### src/hdl/conv_weight_config.svh
`ifndef CONV_WEIGHT_CONFIG_SVH
`define CONV_WEIGHT_CONFIG_SVH

// bits per weight word
`define CWB_DATA_WIDTH 32

// kernel side, square kernel
`define CWB_KERNEL_DIM 7

// words per kernel
`define CWB_KERNEL_TAPS (`CWB_KERNEL_DIM * `CWB_KERNEL_DIM)

// whole kernels held in the queue, power of two
`define CWB_KERNEL_DEPTH 4

// word counter, wide enough for taps - 1
`define CWB_TAP_COUNT_WIDTH 6

`endif

### src/hdl/conv_weight_pkg.sv
`include "conv_weight_config.svh"

package conv_weight_pkg;

	//////////////////////////////////////////////////////////////////////
	// incoming stream
	//////////////////////////////////////////////////////////////////////

	typedef logic [`CWB_DATA_WIDTH-1:0] weight_word_t;

	typedef struct packed {
		logic         valid;
		weight_word_t data;
	} weight_beat_t;

	//////////////////////////////////////////////////////////////////////
	// kernel views
	//////////////////////////////////////////////////////////////////////

	// taps[i] and rows[i / dim][i % dim] are the same word
	typedef union packed {
		// arrival order, filled by the assembler
		weight_word_t [`CWB_KERNEL_TAPS-1:0] taps;
		// row major, read by the engine
		weight_word_t [`CWB_KERNEL_DIM-1:0][`CWB_KERNEL_DIM-1:0] rows;
	} kernel_t;

	//////////////////////////////////////////////////////////////////////
	// towards the engine
	//////////////////////////////////////////////////////////////////////

	typedef struct packed {
		// sticky once a kernel has been presented
		logic    valid;
		kernel_t kernel;
	} kernel_port_t;

endpackage

### src/hdl/kernel_assembler.sv
`include "conv_weight_config.svh"

module kernel_assembler (
	input  logic                          clk,
	input  logic                          reset,
	input  conv_weight_pkg::weight_beat_t beat,
	output logic                          kernel_wr,
	output conv_weight_pkg::kernel_t      assembled
);

	localparam logic [`CWB_TAP_COUNT_WIDTH-1:0] last_tap =
		`CWB_TAP_COUNT_WIDTH'(`CWB_KERNEL_TAPS - 1);

	localparam logic [`CWB_TAP_COUNT_WIDTH-1:0] tap_step =
		`CWB_TAP_COUNT_WIDTH'(1);

	// words taken so far in the current kernel
	logic [`CWB_TAP_COUNT_WIDTH-1:0] tap_count;

	logic accept;
	logic kernel_done;

	conv_weight_pkg::kernel_t shifted;

	assign accept = beat.valid;

	// this word closes the kernel
	assign kernel_done = accept && (tap_count == last_tap);

	//////////////////////////////////////////////////////////////////////
	// shift chain
	//////////////////////////////////////////////////////////////////////

	// new word enters at the top tap, everything else moves one down
	always_comb begin
		shifted = assembled;
		for (int i = 0; i < `CWB_KERNEL_TAPS - 1; i++) begin
			shifted.taps[i] = assembled.taps[i + 1];
		end
		shifted.taps[`CWB_KERNEL_TAPS-1] = beat.data;
	end

	// partial kernel is thrown away on reset
	always_ff @(posedge clk) begin
		if (reset) begin
			assembled <= '0;
		end else if (accept) begin
			assembled <= shifted;
		end
	end

	//////////////////////////////////////////////////////////////////////
	// word counter
	//////////////////////////////////////////////////////////////////////

	always_ff @(posedge clk) begin
		if (reset) begin
			tap_count <= '0;
		end else if (accept) begin
			if (tap_count == last_tap) begin
				tap_count <= '0;
			end else begin
				tap_count <= tap_count + tap_step;
			end
		end
	end

	//////////////////////////////////////////////////////////////////////
	// write strobe
	//////////////////////////////////////////////////////////////////////

	// high for the one cycle after the last word,
	// chain holds the whole kernel during that cycle
	always_ff @(posedge clk) begin
		if (reset) begin
			kernel_wr <= 1'b0;
		end else begin
			kernel_wr <= kernel_done;
		end
	end

endmodule

### config.mk
export PLATFORM = sky130hd
export DESIGN_NAME = kernel_assembler
export DESIGN_NICKNAME = d
export VERILOG_FILES = /design/src/hdl/conv_weight_pkg.sv /design/src/hdl/kernel_assembler.sv
export VERILOG_INCLUDE_DIRS = /design/src /design/src/hdl
export SDC_FILE = /design/constraint.sdc
export NUM_CORES = 2
export LEC_CHECK = 0
export BUFFER_PORTS_ARGS = -buffer_cell sky130_fd_sc_hd__buf_2
export CAP_MARGIN = 20
export CORE_AREA = 2 2 625 627
export CTS_CLUSTER_DIAMETER = 120
export DETAILED_ROUTE_END_ITERATION = 16
export DIE_AREA = 0 0 627 629
export HOLD_SLACK_MARGIN = 0.06
export PLACE_DENSITY = 0.3
export SKIP_LAST_GASP = 1
export SLEW_MARGIN = 10
export SYNTH_ARGS = -nofsm -noshare
export SYNTH_HDL_FRONTEND = slang
export SYNTH_SLANG_ARGS = --single-unit
export TNS_END_PERCENT = 30
### constraint.sdc
create_clock -name clk -period 2.2 [get_ports clk]
set_clock_uncertainty 0.1 [all_clocks]
set_input_delay 0 -clock clk [delete_from_list [all_inputs] [get_ports clk]]
set_output_delay 0 -clock clk [all_outputs]
set_load 0.005 [all_outputs]
==> out/results.tsv <==
stage	metric	value	unit
yosys	syn_nets	5123	
setup_path	rr_worst_depth	4	
floorplan	die_w	627	microns
worst_hold_path	whs_endpoint	assembled[162]	
yosys	yosysWarnings	0	
clock_tree	clock_latency	0.87	ns
yosys	syn_avg_cell_area	10.9	sq um
worst_hold_path	hold_path_depth	8	
power_and_ir_drop	p_per_area	832	nW/um^2
place	hpwl	230000	microns
yosys	synth_seq_cells	1575	
floorplan	rows	229	
sta	fin_setup_tns	0	ns
worst_hold_path	hold_path_class	in -> reg	
floorplan	start_util	0.143	
clock_tree	cts_tree	built	
sta	fin_crit_sh	0.929	
finish	drive_gt1_frac	0.293	
yosys	synthSimpleGateAreaFrac	0.107	
job	max_cap_viol_count	0	
clock_tree	post_cts_buffers	0	
finish	layoutNonFillerInstCount	12200	
route	wirelength	291000	microns
floorplan	fp.dieH	629	microns
setup_path	critPathSlowestCell	dlygate4sd3_1	
setup_path	r2r_start	assembled[1566]	
global_route	grt.total_usage	0.141	
setup_path	critical_path.max_fanout	3	
run_status	status	complete, no violations	
setup_path	path_cells	mux2i_1, dlygate4sd3_1, nor2_1, dlygate4sd3_1	
yosys	synth_xor_area_frac	0.000630	
yosys	synth_top_family_by_area	multiplexers	
sta	maxSlewViolCount	0	
setup_path	end_kind	flip-flop	
route	antenna_left	0	
power_and_ir_drop	leakagePower	0.0378	uW
place	gp_congestion	0.900	
global_route	antenna_found_initial	28	
place	port_buffers	1603	
clock_tree	cts_buffers	201	
yosys	ys_seq_area_frac	0.567	
floorplan	design.die.area	394000	sq um
sta	holdWs	0.110	ns
sta	relSlewSlack	0.487	
yosys	synthesis.area	55600	sq um
finish	final_cell_mix	buf_2, dfxtp_1, nor2_1	
setup_path	startpoint_type	flip-flop	
power_and_ir_drop	swShare	0.236	
sta	worst_pin_slew	0.770	ns
setup_path	cp_common_cell	dlygate4sd3_1	
yosys	synthArstFlopShare	0	
global_route	grt_max_degree	140	
route	vias_per_cell	3.58	
finish	final_common_cell	buf_2	
power_and_ir_drop	power_frac_clock	0.514	
yosys	synthAdderAreaFrac	0.000450	
setup_path	cp_top_family	buffers and inverters	
power_and_ir_drop	power	64600	uW
clock_tree	cts.path.max_buffers	4	
power_and_ir_drop	pwr-share-comb	0.042	
sta	min_period	2.04	ns
global_route	grt_pass1_vias	42600	
route	dr.pass1.iters	5	
sta	rsz0062_at_grt	false	
setup_path	critical_path_class	reg -> reg	
power_and_ir_drop	peakVddDrop	0.588	mV
global_route	grt_first_pass_wirelength	388000	microns
route	num_vias	43500	
finish	nets	6861	
power_and_ir_drop	p_int	49300	uW
yosys	synth-compound-area-share	0.000315	
clock_tree	htree_levels	4	
yosys	synth_flop_cell	dfxtp_1	
power_and_ir_drop	power_frac_seq	0.444	
power_and_ir_drop	switching_power	15300	uW
finish	syn_to_final_growth	39.6	%
yosys	yosysUniqueCellTypes	20	
clock_tree	cts_root_buf	clkbuf_16	
route	drc	0	
clock_tree	clk_pin_slew_worst_paths	0.06	ns
place	place_inst	11700	
sta	clock.fmax	489	MHz
setup_path	rr_endpoint	assembled[1566]	
route	first_iter_violations	2166	
floorplan	coreArea	388000	sq um
worst_hold_path	hp-start	beat[32]	
sta	setup_violations	0	
yosys	synth-edff-count	0	
route	wire_per_inst	23.9	microns
setup_path	reg2reg_slack	0.16	ns
sta	hold_viol_final	0	
setup_path	crit_buf_inv	2	
floorplan	pin_count	1604	
clock_tree	cts_sinks	1575	
yosys	syn_inst	5086	
global_route	grt_remaining_overflow	0	
setup_path	cp.arrival	2.70	ns
setup_path	required	2.86	ns
setup_path	critPathMaxStageDelay	0.58	ns
yosys	muxShareOfSynthArea	0.282	
-- layer usage --
metal	track usage	routed length, microns	vias to the layer above
li1	-	-	20500
met1	0.172	122000	21600
met2	0.247	144000	1148
met3	0.0316	16900	302
met4	0.0345	7190	0
met5	0	0	-
-- per-stage QoR --
step	area [sq um]	setup slack (ns)	utilization
3_5_place_dp	69500	0.613	0.179
4_1_cts	77600	0.00386	0.200
5_1_grt	77600	0.0934	0.200
3_3_place_gp	69500	0.610	0.179
6_report	77600	0.156	0.200
2_1_floorplan	55600	1.06	-
-- area by class of cell --
type                    instances  area (sq um)
clock inverters                50           599
inverters                       2          7.51
clock buffers                 294          5900
well taps                    5197          6500
repair buffers               1885         11300
diodes                          7          17.5
multi-input cells            3159         21700
fillers                     43000        310000
flip-flops and latches       1575         31500
-- how the worst max path moves through the flow --
stage,start,to,slack [ns],cells past startpoint
floorplan,tap_count[0],tap_count[5],1.06,3
global placement,beat[32],assembled[488],0.61,6
detailed placement,beat[32],assembled[488],0.61,6
CTS,beat[32],assembled[488],0.004,11
global route,assembled[1566],assembled[1566],0.09,4
finish,assembled[1566],assembled[1566],0.16,4
-- state kept, by name, indices dropped and copies added (netlist names) --
signal and cells:
assembled 1568, tap_count 6, kernel_wr 1
-- cell families (layout without fill, tap and decap cells) --
| kind of cell | after synthesis | in the layout |
|---|---|---|
| AOI/OAI and AO/OA | 3 | 3 |
| muxes | 1569 | 1569 |
| and+or+nand+nor | 1581 | 1581 |
| DFF | 1575 | 1575 |
| other | 0 | 7 |
| buffers and inverters | 352 | 2231 |
| adders and majority gates | 2 | 2 |
| xor gates and xnor gates | 4 | 4 |
-- synth_stat cells, types with 3 or more instances --
| cell | instances | area share |
|---|---|---|
| mux2i_1 | 1569 | 0.28 |
| buf_6 | 110 | 0.022 |
| xor2_1 | 3 | 0.00047 |
| clkbuf_1 | 78 | 0.0053 |
| nor2_1 | 1573 | 0.11 |
| buf_1 | 7 | 0.00047 |
| buf_4 | 3 | 0.00040 |
| buf_2 | 152 | 0.014 |
| nand2_1 | 3 | 0.00020 |
| dfxtp_1 | 1575 | 0.57 |
-- repair_timing --
| action | 4_1_cts | 5_1_grt |
|---|---|---|
| hold buffers | 151 | 2 |
| endpoints found under the setup margin | 0 | 115 |
| resized for setup | 0 | 0 |
| endpoints found under the hold margin | 1575 | 3 |
-- worst register-to-register path, stage by stage (launching register included) --
cell and delay (ns):
dfxtp_1 0.55, mux2i_1 0.13, dlygate4sd3_1 0.58, nor2_1 0.08
dlygate4sd3_1 0.55
-- power groups by stage --
stage               Clock [uW]  Combinational, uW  Sequential (uW)
detailed placement           0               2490            29300
finish                   33200               2690            28700
global route             35600               2870            28700
floorplan                    0               1840            29300
global placement             0               2480            29300
CTS                      34600               2740            28700
Power figures use the tool's default switching activity.
